===== src/dcache_pkg.sv =====
`default_nettype none

package dcache_pkg;

    localparam int WORD_W        = 32;
    localparam int NUM_SETS      = 8;
    localparam int IDX_W         = 3;
    localparam int WORDS_PER_BLK = 2;
    localparam int BLKOFF_W      = 1;
    localparam int BYTOFF_W      = 2;
    localparam int TAG_W         = WORD_W - IDX_W - BLKOFF_W - BYTOFF_W;
    // final set visited by the flush walk
    localparam int LAST_IDX      = NUM_SETS - 1;

    typedef logic [WORD_W-1:0] word_t;

    typedef struct packed {
        logic [TAG_W-1:0]    tag;
        logic [IDX_W-1:0]    idx;
        logic [BLKOFF_W-1:0] blkoff;
        logic [BYTOFF_W-1:0] bytoff;
    } dcache_addr_t;

    typedef struct packed {
        logic  ren;
        logic  wen;
        logic  halt;
        word_t addr;
        word_t wdata;
    } cpu_req_t;

    typedef struct packed {
        logic  ren;
        logic  wen;
        word_t addr;
        word_t wdata;
    } mem_req_t;

    typedef struct packed {
        logic                      hit;
        logic                      valid;
        logic                      dirty;
        logic [TAG_W-1:0]          tag;
        word_t [WORDS_PER_BLK-1:0] data;
    } way_status_t;

    typedef struct packed {
        logic                      en;
        logic                      inval_all;
        logic [IDX_W-1:0]          idx;
        logic [TAG_W-1:0]          tag;
        logic                      valid;
        logic                      dirty;
        logic [WORDS_PER_BLK-1:0]  word_en;
        word_t [WORDS_PER_BLK-1:0] wdata;
    } way_write_t;

    typedef enum logic [3:0] {
        IDLE,
        WB_WORD0,
        WB_WORD1,
        FILL_WORD0,
        FILL_WORD1,
        FLUSH_CHECK,
        FLUSH_WORD0,
        FLUSH_WORD1,
        FLUSHED
    } dcache_state_t;

endpackage

`default_nettype wire


===== src/cache_way.sv =====
`timescale 1ns/10ps
`default_nettype none

module cache_way (
    input  logic                         CLK,
    input  logic                         n_rst,
    input  logic [dcache_pkg::IDX_W-1:0] lookup_idx,
    input  logic [dcache_pkg::TAG_W-1:0] lookup_tag,
    input  dcache_pkg::way_write_t       wr,
    output dcache_pkg::way_status_t      status
);
    import dcache_pkg::*;

    logic [NUM_SETS-1:0]       valid_q;
    logic [NUM_SETS-1:0]       dirty_q;
    logic [TAG_W-1:0]          tag_q  [NUM_SETS];
    word_t [WORDS_PER_BLK-1:0] data_q [NUM_SETS];

    always_ff @(posedge CLK, negedge n_rst) begin
        if (!n_rst) begin
            valid_q <= '0;
            dirty_q <= '0;
            for (int i = 0; i < NUM_SETS; i++) begin
                tag_q[i]  <= '0;
                data_q[i] <= '0;
            end
        end else if (wr.inval_all) begin
            // halt drops every block at once, dirty bits stay for the flush walk
            valid_q <= '0;
        end else if (wr.en) begin
            valid_q[wr.idx] <= wr.valid;
            dirty_q[wr.idx] <= wr.dirty;
            tag_q[wr.idx]   <= wr.tag;
            for (int w = 0; w < WORDS_PER_BLK; w++) begin
                if (wr.word_en[w]) begin
                    data_q[wr.idx][w] <= wr.wdata[w];
                end
            end
        end
    end

    // lookup of the addressed frame
    always_comb begin
        status.valid = valid_q[lookup_idx];
        status.dirty = dirty_q[lookup_idx];
        status.tag   = tag_q[lookup_idx];
        status.data  = data_q[lookup_idx];
        status.hit   = valid_q[lookup_idx] && (tag_q[lookup_idx] == lookup_tag);
    end

endmodule

`default_nettype wire


===== src/dcache_ctrl.sv =====
`timescale 1ns/10ps
`default_nettype none

module dcache_ctrl (
    input  logic                         CLK,
    input  logic                         n_rst,
    input  dcache_pkg::cpu_req_t         cpu_req,
    output logic                         dhit,
    output dcache_pkg::word_t            rdata,
    output logic                         flushed,
    input  dcache_pkg::way_status_t      way0_status,
    input  dcache_pkg::way_status_t      way1_status,
    output logic [dcache_pkg::IDX_W-1:0] lookup_idx,
    output logic [dcache_pkg::TAG_W-1:0] lookup_tag,
    output dcache_pkg::way_write_t       way0_wr,
    output dcache_pkg::way_write_t       way1_wr,
    output dcache_pkg::mem_req_t         mem_req,
    input  logic                         dwait,
    input  dcache_pkg::word_t            rdata_mem
);
    import dcache_pkg::*;

    dcache_state_t       state;
    dcache_state_t       next_state;
    logic [NUM_SETS-1:0] lru;
    logic [NUM_SETS-1:0] next_lru;
    logic [IDX_W-1:0]    flush_idx;
    logic [IDX_W-1:0]    next_flush_idx;
    mem_req_t            next_mem_req;

    dcache_addr_t cpu_addr;
    logic         req_valid;
    logic         any_hit;
    logic         hit_way;
    logic         victim;
    logic         flush_way;
    way_status_t  hit_st;
    way_status_t  victim_st;
    way_status_t  flush_st;
    way_write_t   wr_cmd;
    logic [1:0]   wr_sel;

    function automatic word_t blk_addr(input logic [TAG_W-1:0]    tag,
                                       input logic [IDX_W-1:0]    idx,
                                       input logic [BLKOFF_W-1:0] blkoff);
        dcache_addr_t a;
        a.tag    = tag;
        a.idx    = idx;
        a.blkoff = blkoff;
        a.bytoff = '0;
        return word_t'(a);
    endfunction

    assign cpu_addr  = dcache_addr_t'(cpu_req.addr);
    assign req_valid = cpu_req.ren || cpu_req.wen;
    assign any_hit   = way0_status.hit || way1_status.hit;
    assign hit_way   = !way0_status.hit;
    assign hit_st    = hit_way ? way1_status : way0_status;
    assign victim    = lru[cpu_addr.idx];
    assign victim_st = victim ? way1_status : way0_status;
    // way0 stays dirty until its own writeback has finished
    assign flush_way = !way0_status.dirty;
    assign flush_st  = flush_way ? way1_status : way0_status;

    assign lookup_tag = cpu_addr.tag;
    assign lookup_idx = (state inside {FLUSH_CHECK, FLUSH_WORD0, FLUSH_WORD1}) ?
                        flush_idx : cpu_addr.idx;

    assign dhit    = (state == IDLE) && !cpu_req.halt && req_valid && any_hit;
    assign rdata   = hit_st.data[cpu_addr.blkoff];
    assign flushed = (state == FLUSHED);

    assign way0_wr = wr_sel[0] ? wr_cmd : '0;
    assign way1_wr = wr_sel[1] ? wr_cmd : '0;

    always_ff @(posedge CLK, negedge n_rst) begin
        if (!n_rst) begin
            state     <= IDLE;
            lru       <= '0;
            flush_idx <= '0;
            mem_req   <= '0;
        end else begin
            state     <= next_state;
            lru       <= next_lru;
            flush_idx <= next_flush_idx;
            mem_req   <= next_mem_req;
        end
    end

    always_comb begin
        next_state     = state;
        next_lru       = lru;
        next_flush_idx = flush_idx;
        next_mem_req   = mem_req;
        wr_cmd         = '0;
        wr_sel         = 2'b00;

        case (state)
            IDLE: begin
                if (cpu_req.halt) begin
                    wr_cmd.inval_all = 1'b1;
                    wr_sel           = 2'b11;
                    next_flush_idx   = '0;
                    next_mem_req     = '0;
                    next_state       = FLUSH_CHECK;
                end else if (req_valid && any_hit) begin
                    next_lru[cpu_addr.idx] = !hit_way;
                    if (cpu_req.wen) begin
                        wr_cmd.en                       = 1'b1;
                        wr_cmd.idx                      = cpu_addr.idx;
                        wr_cmd.tag                      = cpu_addr.tag;
                        wr_cmd.valid                    = 1'b1;
                        wr_cmd.dirty                    = 1'b1;
                        wr_cmd.word_en[cpu_addr.blkoff] = 1'b1;
                        wr_cmd.wdata                    = {2{cpu_req.wdata}};
                        wr_sel[hit_way]                 = 1'b1;
                    end
                end else if (req_valid) begin
                    if (victim_st.dirty) begin
                        next_mem_req.wen   = 1'b1;
                        next_mem_req.addr  = blk_addr(victim_st.tag, cpu_addr.idx, 1'b0);
                        next_mem_req.wdata = victim_st.data[0];
                        next_state         = WB_WORD0;
                    end else begin
                        next_mem_req.ren  = 1'b1;
                        next_mem_req.addr = blk_addr(cpu_addr.tag, cpu_addr.idx, 1'b0);
                        next_state        = FILL_WORD0;
                    end
                end
            end
            WB_WORD0: begin
                if (!dwait) begin
                    next_mem_req.addr  = blk_addr(victim_st.tag, cpu_addr.idx, 1'b1);
                    next_mem_req.wdata = victim_st.data[1];
                    next_state         = WB_WORD1;
                end
            end
            WB_WORD1: begin
                if (!dwait) begin
                    next_mem_req.wen   = 1'b0;
                    next_mem_req.ren   = 1'b1;
                    next_mem_req.addr  = blk_addr(cpu_addr.tag, cpu_addr.idx, 1'b0);
                    next_mem_req.wdata = '0;
                    next_state         = FILL_WORD0;
                end
            end
            FILL_WORD0: begin
                if (!dwait) begin
                    // word0 lands now, frame stays invalid until word1
                    wr_cmd.en         = 1'b1;
                    wr_cmd.idx        = cpu_addr.idx;
                    wr_cmd.tag        = cpu_addr.tag;
                    wr_cmd.word_en[0] = 1'b1;
                    wr_cmd.wdata[0]   = rdata_mem;
                    wr_sel[victim]    = 1'b1;
                    next_mem_req.addr = blk_addr(cpu_addr.tag, cpu_addr.idx, 1'b1);
                    next_state        = FILL_WORD1;
                end
            end
            FILL_WORD1: begin
                if (!dwait) begin
                    wr_cmd.en         = 1'b1;
                    wr_cmd.idx        = cpu_addr.idx;
                    wr_cmd.tag        = cpu_addr.tag;
                    wr_cmd.valid      = 1'b1;
                    wr_cmd.dirty      = cpu_req.wen;
                    wr_cmd.word_en[1] = 1'b1;
                    wr_cmd.wdata[1]   = rdata_mem;
                    // merge the store word over the filled block
                    if (cpu_req.wen) begin
                        wr_cmd.word_en[cpu_addr.blkoff] = 1'b1;
                        wr_cmd.wdata[cpu_addr.blkoff]   = cpu_req.wdata;
                    end
                    wr_sel[victim]         = 1'b1;
                    next_lru[cpu_addr.idx] = !victim;
                    next_mem_req           = '0;
                    next_state             = IDLE;
                end
            end
            FLUSH_CHECK: begin
                if (way0_status.dirty || way1_status.dirty) begin
                    next_mem_req.wen   = 1'b1;
                    next_mem_req.addr  = blk_addr(flush_st.tag, flush_idx, 1'b0);
                    next_mem_req.wdata = flush_st.data[0];
                    next_state         = FLUSH_WORD0;
                end else if (flush_idx == IDX_W'(LAST_IDX)) begin
                    next_state = FLUSHED;
                end else begin
                    next_flush_idx = flush_idx + 1'b1;
                end
            end
            FLUSH_WORD0: begin
                if (!dwait) begin
                    next_mem_req.addr  = blk_addr(flush_st.tag, flush_idx, 1'b1);
                    next_mem_req.wdata = flush_st.data[1];
                    next_state         = FLUSH_WORD1;
                end
            end
            FLUSH_WORD1: begin
                if (!dwait) begin
                    // clean the frame, same index is checked again
                    wr_cmd.en         = 1'b1;
                    wr_cmd.idx        = flush_idx;
                    wr_cmd.tag        = flush_st.tag;
                    wr_cmd.valid      = flush_st.valid;
                    wr_sel[flush_way] = 1'b1;
                    next_mem_req      = '0;
                    next_state        = FLUSH_CHECK;
                end
            end
            FLUSHED: begin
                next_mem_req = '0;
            end
            default: begin
                next_state = IDLE;
            end
        endcase
    end

endmodule

`default_nettype wire


===== src/dcache_top.sv =====
`timescale 1ns/10ps
`default_nettype none

module dcache_top (
    input  logic                 CLK,
    input  logic                 n_rst,
    input  dcache_pkg::cpu_req_t cpu_req,
    output logic                 dhit,
    output dcache_pkg::word_t    rdata,
    output logic                 flushed,
    output dcache_pkg::mem_req_t mem_req,
    input  logic                 dwait,
    input  dcache_pkg::word_t    rdata_mem
);
    import dcache_pkg::*;

    logic [IDX_W-1:0] lookup_idx;
    logic [TAG_W-1:0] lookup_tag;
    way_status_t      way0_status;
    way_status_t      way1_status;
    way_write_t       way0_wr;
    way_write_t       way1_wr;

    cache_way way0 (
        .CLK        (CLK),
        .n_rst      (n_rst),
        .lookup_idx (lookup_idx),
        .lookup_tag (lookup_tag),
        .wr         (way0_wr),
        .status     (way0_status)
    );

    cache_way way1 (
        .CLK        (CLK),
        .n_rst      (n_rst),
        .lookup_idx (lookup_idx),
        .lookup_tag (lookup_tag),
        .wr         (way1_wr),
        .status     (way1_status)
    );

    dcache_ctrl ctrl (
        .CLK         (CLK),
        .n_rst       (n_rst),
        .cpu_req     (cpu_req),
        .dhit        (dhit),
        .rdata       (rdata),
        .flushed     (flushed),
        .way0_status (way0_status),
        .way1_status (way1_status),
        .lookup_idx  (lookup_idx),
        .lookup_tag  (lookup_tag),
        .way0_wr     (way0_wr),
        .way1_wr     (way1_wr),
        .mem_req     (mem_req),
        .dwait       (dwait),
        .rdata_mem   (rdata_mem)
    );

endmodule

`default_nettype wire


===== config.mk =====
export PLATFORM = sky130hd
export DESIGN_NAME = dcache_top
export DESIGN_NICKNAME = d
export VERILOG_FILES = /design/src/dcache_pkg.sv /design/src/cache_way.sv /design/src/dcache_ctrl.sv /design/src/dcache_top.sv
export SDC_FILE = /design/constraint.sdc
export NUM_CORES = 2
export LEC_CHECK = 0
export BUFFER_PORTS_ARGS = -buffer_cell sky130_fd_sc_hd__buf_4
export CORE_ASPECT_RATIO = 1.4
export CORE_MARGIN = 2
export CORE_UTILIZATION = 50
export CTS_CLUSTER_DIAMETER = 200
export DETAILED_ROUTE_END_ITERATION = 8
export PLACE_DENSITY_LB_ADDON = 0.08
export SETUP_SLACK_MARGIN = 0.5
export SLEW_MARGIN = 20
export SYNTH_ARGS = -nofsm -noshare
export SYNTH_HDL_FRONTEND = slang
export SYNTH_SLANG_ARGS = --single-unit

===== constraint.sdc =====
create_clock -name CLK -period 4.7 [get_ports CLK]
set_clock_uncertainty 0.05 [all_clocks]
set_input_delay 0.47 -clock CLK [delete_from_list [all_inputs] [get_ports CLK]]
set_output_delay 0.47 -clock CLK [all_outputs]
set_load 0.01 [all_outputs]

Yosys cells after proc, flatten, opt, wreduce, memory -nomap -nowiden
Index checks and enable logic that the tools add are counted.

Output and inout bits: 100. Input bits: 102. Word-level logic and storage cells: 307. Register bits after elaboration: 1553.

Multiplexer cells: 148. Bitwise gates (word level): 6. Eq/ne operators: 29. $lt $le $gt $ge: 20. $add $sub $neg: 1. Reduce and logical (&&, ||, !) cells: 44.

Operator list (count): $mux W512 (8); $bwmux W512 (4); $demux W64 S3 (4); $mux W64 (9); $bwmux W208 (2); $mux W97 (4); $bmux W64 S3 (2); $mux W66 (5); $mux W32 (9); $pmux W32 S8 (1); $pmux W32 S7 (1); $mux W99 (2); $bmux W26 S3 (2); $demux W26 S3 (2); $mux W26 (6); $mux W65 (2); $pmux W29 S4 (1); $pmux W32 S3 (1); $mux W92 (1); $mux W91 (1); $bwmux W64 (1); $pmux W32 S2 (1); $mux W8 (7); $eq A26 B26 Y1 (2); 55 further kinds (170).

Depth between registers and ports, before layout
Word-level depth: 30. Mapped depth: 23. Gate-level depth less buffers: 13.

Modules after synthesis
From an unflattened synthesis, not the netlist that was laid out.

Cells, all modules: 5436. Area, all modules: 76368.2 µm².

By module, submodules not included: cache_way at way0 (area each 33218.1 µm², cells an instance 2055, instances 1, sequential area each 18417.7 µm²); cache_way at way1 (area each 33206.8 µm², cells an instance 2057, instances 1, sequential area each 18417.7 µm²); dcache_ctrl (area each 9943.3 µm², cells an instance 1324, instances 1, sequential area each 1976.9 µm²).

Worst setup path after synthesis
OpenSTA, ideal clock, no wires.

Path kind: flip-flop to flip-flop. Start: register ctrl.state[1]. End: register way0.data_q[244] (netlist name). Buffers on the path: 5. Setup time: 128 ps. Clock period less this slack: 4897 ps. Data arrival time: 4720 ps. Stages on the path, launching flop included: 19. Data required time: 4522 ps. Slack: -197 ps. Path through: dfrtp_1 > buf_2 > or2_1 > buf_6 > and3_1 > buf_6 > o211ai_4 > a211oi_1 > or4_1 > xor2_1 > nand4_1 > or4_1 > o22a_2 > or3_4 > a21o_1 > or3_1 > buf_2 > buf_6 > mux2_1.

Longest elaborated chain between the ends: 27. Elaborated cells between the ends (all ways): 73. Those cells by class: order compare: 6; eq/ne: 7; mux: 43; bitwise: 3; reduce/logical: 14.

Ends and longest elaborated chain: start: declaration (line dcache_ctrl.sv:23) `dcache_state_t state;`; start signal: assignment (line dcache_ctrl.sv:83) `state <= next_state;`; $eq A4 B3 Y1, on equally long branches (line dcache_ctrl.sv:66, dcache_ctrl.sv:98); $reduce_bool A3 Y1 (line dcache_ctrl.sv:66) `assign lookup_idx = (state inside {FLUSH_CHECK, FLUSH_WORD0, FLUSH_WORD1}) ?`; $mux W3 (line dcache_ctrl.sv:66); $not A3 Y4 (not written as such) (line cache_way.sv:48) `status.hit = valid_q[lookup_idx] && (tag_q[lookup_idx] == lookup_tag);`; $bmux W26 S3 (line cache_way.sv:48); $mux W26 (not written as such) (2 in a row) (line cache_way.sv:48); $eq A26 B26 Y1 (line cache_way.sv:48); $logic_and A1 B1 Y1 (line cache_way.sv:48); [... 3 more ...]; $mux W1 (not written as such) (line dcache_ctrl.sv:116) `wr_sel[hit_way] = 1'b1;`; $demux W1 S1; $mux W2 (line dcache_ctrl.sv:108) `if (cpu_req.wen) begin`; $mux W2 (line dcache_ctrl.sv:106) `end else if (req_valid && any_hit) begin`; $mux W2 (line dcache_ctrl.sv:100) `if (cpu_req.halt) begin`; $pmux W2 S3 (line dcache_ctrl.sv:98) `case (state)`; $mux W99 (*) (line dcache_ctrl.sv:73) `assign way0_wr = wr_sel[0] ? wr_cmd : '0;`; branches (longest 8 deep; another with $ge A4 B4 Y1); end signal: indexed assignment (line cache_way.sv:36) `data_q[wr.idx][w] <= wr.wdata[w];`; end: declaration (line cache_way.sv:17) `word_t [WORDS_PER_BLK-1:0] data_q [NUM_SETS];`.

Every way passes the cells marked *. The select of a mux whose other input is x is not followed. A chain may end at the register's enable or synchronous reset.

Worst setup path in the final report
Start: register ctrl.state[3]. End: output port rdata[2].

Longest elaborated chain between the ends: 12. Elaborated cells between the ends (all ways): 22. Those cells by class: eq/ne: 4; mux: 15; bitwise: 1; reduce/logical: 2.

Ends and longest elaborated chain: $eq A4 B3 Y1 (line dcache_ctrl.sv:66); $reduce_bool A3 Y1 (*) (line dcache_ctrl.sv:66); $mux W3 (*) (line dcache_ctrl.sv:66); $not A3 Y4 (not written as such) (line cache_way.sv:47, cache_way.sv:48); $bmux W26 S3 (line cache_way.sv:48); $mux W26 (not written as such) (2 in a row) (line cache_way.sv:48); $eq A26 B26 Y1 (line cache_way.sv:48); $logic_and A1 B1 Y1 (line cache_way.sv:48); $mux W64 (*) (line dcache_ctrl.sv:58) `assign hit_st = hit_way ? way1_status : way0_status;`; $mux W32 (not written as such) (*) (2 in a row) (line dcache_ctrl.sv:70) `assign rdata = hit_st.data[cpu_addr.blkoff];`; end: declaration (line dcache_top.sv:9) `output dcache_pkg::word_t rdata,`.

Every way passes the cells marked *; elsewhere a longest branch is shown, timed or not. The select of a mux whose other input is x is not followed.

==> reports/qor.txt <==
Primary FF master, synth -> sky130_fd_sc_hd__dfrtp_1
Port Buf Inserts -> 197
IO Pins -> 202
Status -> finished, violations left
Final Cycle Share -> 120%
TritonCTS clock tree -> built
Max-slew headroom -> 23.1%
Row cnt -> 170
Clk root buf -> sky130_fd_sc_hd__clkbuf_16
Count of final hold-check violations -> 0
Number of synthesized register bits -> 1551
Tot Pwr -> 40.0 mW
Standby leakage power -> 47.8 nW
Post-detailed-routing wire length -> 277000 µm
CTS buffer count -> 158
Placement Cell Area -> 87400 µm²
Sum of negative setup slack -> -1177.92 ns
Largest net degree at the start of global routing -> 161
Worst hold slack -> 0.0450 ns
Vias per cell -> 6.34
Worst-skew pair later-pin latency -> 0.82 ns
Remaining Overflow, GRT -> 0
Clock input transition at the sequential cells of the worst setup and hold paths -> 0.07 ns
Kind of path behind the tightest hold check -> input pin to register
Number of clock sinks -> 1551
Number of design-rule violations left by the first detailed-router iteration -> 4917
Finished Cell Area -> 98500 µm²
Syn-to-layout area delta -> 28.2%
Total GRT Usage -> 33.9%
Switching Share -> 33.3%
Starting density of the core -> 50.2%
Std-Cell Core Area -> 153000 µm²
Max cap viols -> 0
Count of non-filler cells in the finished layout -> 8765
Initial antenna violation count -> 12
Part of the total power dissipated in sequential elements -> 35.9%
Die extent in x -> 335 µm
Number of enable-type register cells in the synthesized netlist -> 0
Category of the critical setup timing path -> register to output port
Routed vias -> 55600
Maximum frequency from static timing analysis -> 0.178 GHz
H-Tree Depth -> 4
NumNets Final -> 6775
Async set-or-reset flop fraction in the synthesized netlist -> 100%
Internal power of the cells -> 26.7 mW
Area leader, netlist -> sky130_fd_sc_hd__dfrtp_1
Area share of the largest cell type after synthesis -> 50.5%
Commonest cells in the netlist -> sky130_fd_sc_hd__dfrtp_1 (1551), sky130_fd_sc_hd__mux2_2 (1351), sky130_fd_sc_hd__nand2_1 (421)
Layout cell share with drive strength beyond 1 -> 51.1%
Mean area per synthesized cell -> 13.2 µm²
Number of pins with negative max-slew slack in the final report -> 0
Buffers from clock root to sink, at most -> 3
Category of the worst setup path launch point -> register
Clock network power share -> 31.9%
Power per cell area -> 407 nW/µm²
Die extent in y -> 468 µm
Final RePlAce weighted congestion -> 0.989
Top cells by area in the synthesized netlist -> sky130_fd_sc_hd__dfrtp_1 (51%), sky130_fd_sc_hd__mux2_2 (20%), sky130_fd_sc_hd__mux4_2 (7.7%)
Critical path data arrival time -> 5.11 ns
Routed Antenna Nets -> 0
Crit path max fanout -> 8
Via count of the first global-routing pass -> 56600
Post-detail-place hpwl -> 173000 µm
Number of setup violations in the final report -> 1580
Endpoint required time on the critical path -> 4.18 ns
Cell with the most instances after synthesis -> sky130_fd_sc_hd__dfrtp_1
DRC viols -> 0
RSZ-0062 raised after global routing -> yes
1st-pass router iterations -> 8
Critical Path End Type -> output port
Net Sw Power -> 13.3 mW
Synth warn -> 0
Gate count of the mapped netlist -> 5827
Post-layout worst setup margin -> -0.927 ns
Sequential area share after synthesis -> 50.5%
Post-layout min period -> 5.63 ns
Post-synthesis instance area -> 76800 µm²
Failing checks -> setup timing
Transition time at the pin with the least slew margin -> 1.15 ns
# placed instances -> 8281
Proportion of power drawn by combinational gates -> 32.3%
Routed wirelength normalized by instance count -> 31.6 µm
Count of cell types in the netlist -> 82
Worst VDD drop -> 0.000389 V
Die footprint -> 157000 µm²
Global-route wire length before repair -> 388000 µm
-- power by group through the flow --
stage,Combinational (mW),Clock (mW),Sequential (mW)
floorplan,5.86,0,14.5
global placement,11.5,0,14.6
detailed placement,11.6,0,14.6
CTS,12.3,12.9,14.3
global route,13.4,13.5,14.4
finish,12.9,12.8,14.4
-- what timing repair did --
item,CTS,global route
buffers inserted,79,50
endpoints found under the setup margin,1580,1580
gates cloned,32,43
pin swaps,66,101
gates resized for setup,343,416
hold buffers,4,0
endpoints found under the hold margin,95,0
-- sequential cells by signal, indices dropped and copies added, names as in the netlist --
register / count
way1.data_q: 512
ctrl.mem_req: 64
way0.valid_q: 8
ctrl.state: 4
way1.tag_q: 208
way0.dirty_q: 8
ctrl.flush_idx: 3
way1.valid_q: 8
way0.data_q: 512
way0.tag_q: 208
ctrl.lru: 8
way1.dirty_q: 8
-- critical path, stage by stage (launching register included) --
cell	delay (ns)
sky130_fd_sc_hd__dfrtp_1	0.39
sky130_fd_sc_hd__buf_6	0.12
sky130_fd_sc_hd__nand2b_4	0.17
sky130_fd_sc_hd__o21ai_4	0.25
sky130_fd_sc_hd__buf_4	0.23
sky130_fd_sc_hd__a22oi_2	0.11
sky130_fd_sc_hd__buf_12	0.17
sky130_fd_sc_hd__buf_4	0.17
sky130_fd_sc_hd__a32o_1	0.21
sky130_fd_sc_hd__a221o_1	0.36
sky130_fd_sc_hd__xor2_1	0.24
sky130_fd_sc_hd__nand4_1	0.14
sky130_fd_sc_hd__buf_6	0.16
sky130_fd_sc_hd__nor3_4	0.24
sky130_fd_sc_hd__buf_6	0.14
sky130_fd_sc_hd__nand3_4	0.09
sky130_fd_sc_hd__buf_12	0.18
sky130_fd_sc_hd__bufbuf_16	0.29
sky130_fd_sc_hd__mux2i_1	0.14
sky130_fd_sc_hd__nand2_1	0.06
sky130_fd_sc_hd__o21ai_0	0.11
sky130_fd_sc_hd__buf_4	0.18
sky130_fd_sc_hd__buf_4	0.12
-- per-layer routing --
layer	vias to the layer above	share of wire (%)	track usage [%]	routed length, µm
met4	8	7.8	21.4	21500
li1	23400	-	-	-
met1	29200	38	41.2	104000
met2	2242	48	56.2	133000
met3	738	6.5	5.64	17900
met5	-	0.016	0	45
-- stage by stage --
step | setup WS, ns | util (%)
after floorplan | -0.104 | -
after global placement | -1.27 | 57.2
after detailed placement | -1.12 | 57.2
after CTS | -0.890 | 62.4
after global routing | -1.02 | 64.4
final | -0.927 | 64.4
-- cell type report --
class | count | area (µm²)
Fill cell | 11400 | 54500
Timing Repair Buffer | 1200 | 13700
Antenna cell | 5 | 12.5
Clock inverter | 56 | 657
Multi-Input combinational cell | 3752 | 38300
Clock buffer | 215 | 4480
Sequential cell | 1551 | 38800
Tap cell | 1978 | 2470
Inverter | 8 | 30.0
-- layout by cell type, fill, tap and decap left out, types with 12 or more instances in the layout --
master,Yosys,layout
sky130_fd_sc_hd__dfrtp_1,1551,1550
sky130_fd_sc_hd__nor2_1,130,117
sky130_fd_sc_hd__a22o_1,59,56
sky130_fd_sc_hd__buf_16,0,33
sky130_fd_sc_hd__a211oi_1,105,92
sky130_fd_sc_hd__nand2_1,421,407
sky130_fd_sc_hd__nand2b_1,65,62
sky130_fd_sc_hd__a221o_1,56,56
sky130_fd_sc_hd__a32o_2,0,54
sky130_fd_sc_hd__and2_2,0,30
sky130_fd_sc_hd__nand3_1,60,53
sky130_fd_sc_hd__o21ai_1,3,29
sky130_fd_sc_hd__o21ai_0,188,149
sky130_fd_sc_hd__clkinv_2,0,27
sky130_fd_sc_hd__xor2_1,29,19
sky130_fd_sc_hd__buf_4,26,782
sky130_fd_sc_hd__and2_1,84,27
sky130_fd_sc_hd__clkbuf_1,301,27
sky130_fd_sc_hd__a22oi_1,53,44
sky130_fd_sc_hd__buf_8,0,13
sky130_fd_sc_hd__buf_6,11,105
sky130_fd_sc_hd__mux4_2,263,263
sky130_fd_sc_hd__clkbuf_16,0,194
sky130_fd_sc_hd__a211oi_2,1,12
sky130_fd_sc_hd__a21oi_1,79,73
sky130_fd_sc_hd__o22ai_1,36,32
sky130_fd_sc_hd__and3_1,87,78
sky130_fd_sc_hd__nor2_4,1,13
sky130_fd_sc_hd__nand4_1,15,15
sky130_fd_sc_hd__mux2i_1,261,246
sky130_fd_sc_hd__xnor2_1,23,14
sky130_fd_sc_hd__a32o_1,91,37
sky130_fd_sc_hd__mux2_2,1351,1125
sky130_fd_sc_hd__clkbuf_8,0,29
sky130_fd_sc_hd__mux2_4,48,291
sky130_fd_sc_hd__a222oi_1,15,15
sky130_fd_sc_hd__and2_4,0,41
sky130_fd_sc_hd__buf_12,0,223
-- cell families (layout without fill, tap and decap cells) --
family	after synthesis	in the layout	synth area share, %
multiplexers	1945	1945	32.2
adder cells (fa/ha/maj)	3	3	0.0456
XOR/XNOR	52	52	0.593
buffers and inverters	526	1479	2.99
flip-flops	1551	1551	50.5
AND/OR/NAND/NOR	969	970	6.13
other	1	7	0.00488
AO/OA/AOI/OAI	780	780	7.53
-- path summary, 6_finish.rpt --
kind                                                   from                           end  slack [ns]  depth (start not counted)
worst max-delay path              ctrl.state[3]$_DFFE_PN0P_                      rdata[2]       -0.93                         22
worst min-delay path                            cpu_req[53]  ctrl.mem_req[53]$_DFFE_PN0P_        0.05                          3
worst max register to register    ctrl.state[3]$_DFFE_PN0P_   way0.data_q[86]$_DFFE_PN0P_       -0.91                         27
worst min register to register  way0.tag_q[133]$_DFFE_PN0P_   way0.tag_q[133]$_DFFE_PN0P_        0.42                          2
max in group asynchronous                             n_rst  way0.data_q[272]$_DFFE_PN0P_        2.58                          3
min in group asynchronous                             n_rst    way1.tag_q[88]$_DFFE_PN0P_        0.13                          2
(Power assumes the default switching activity.)
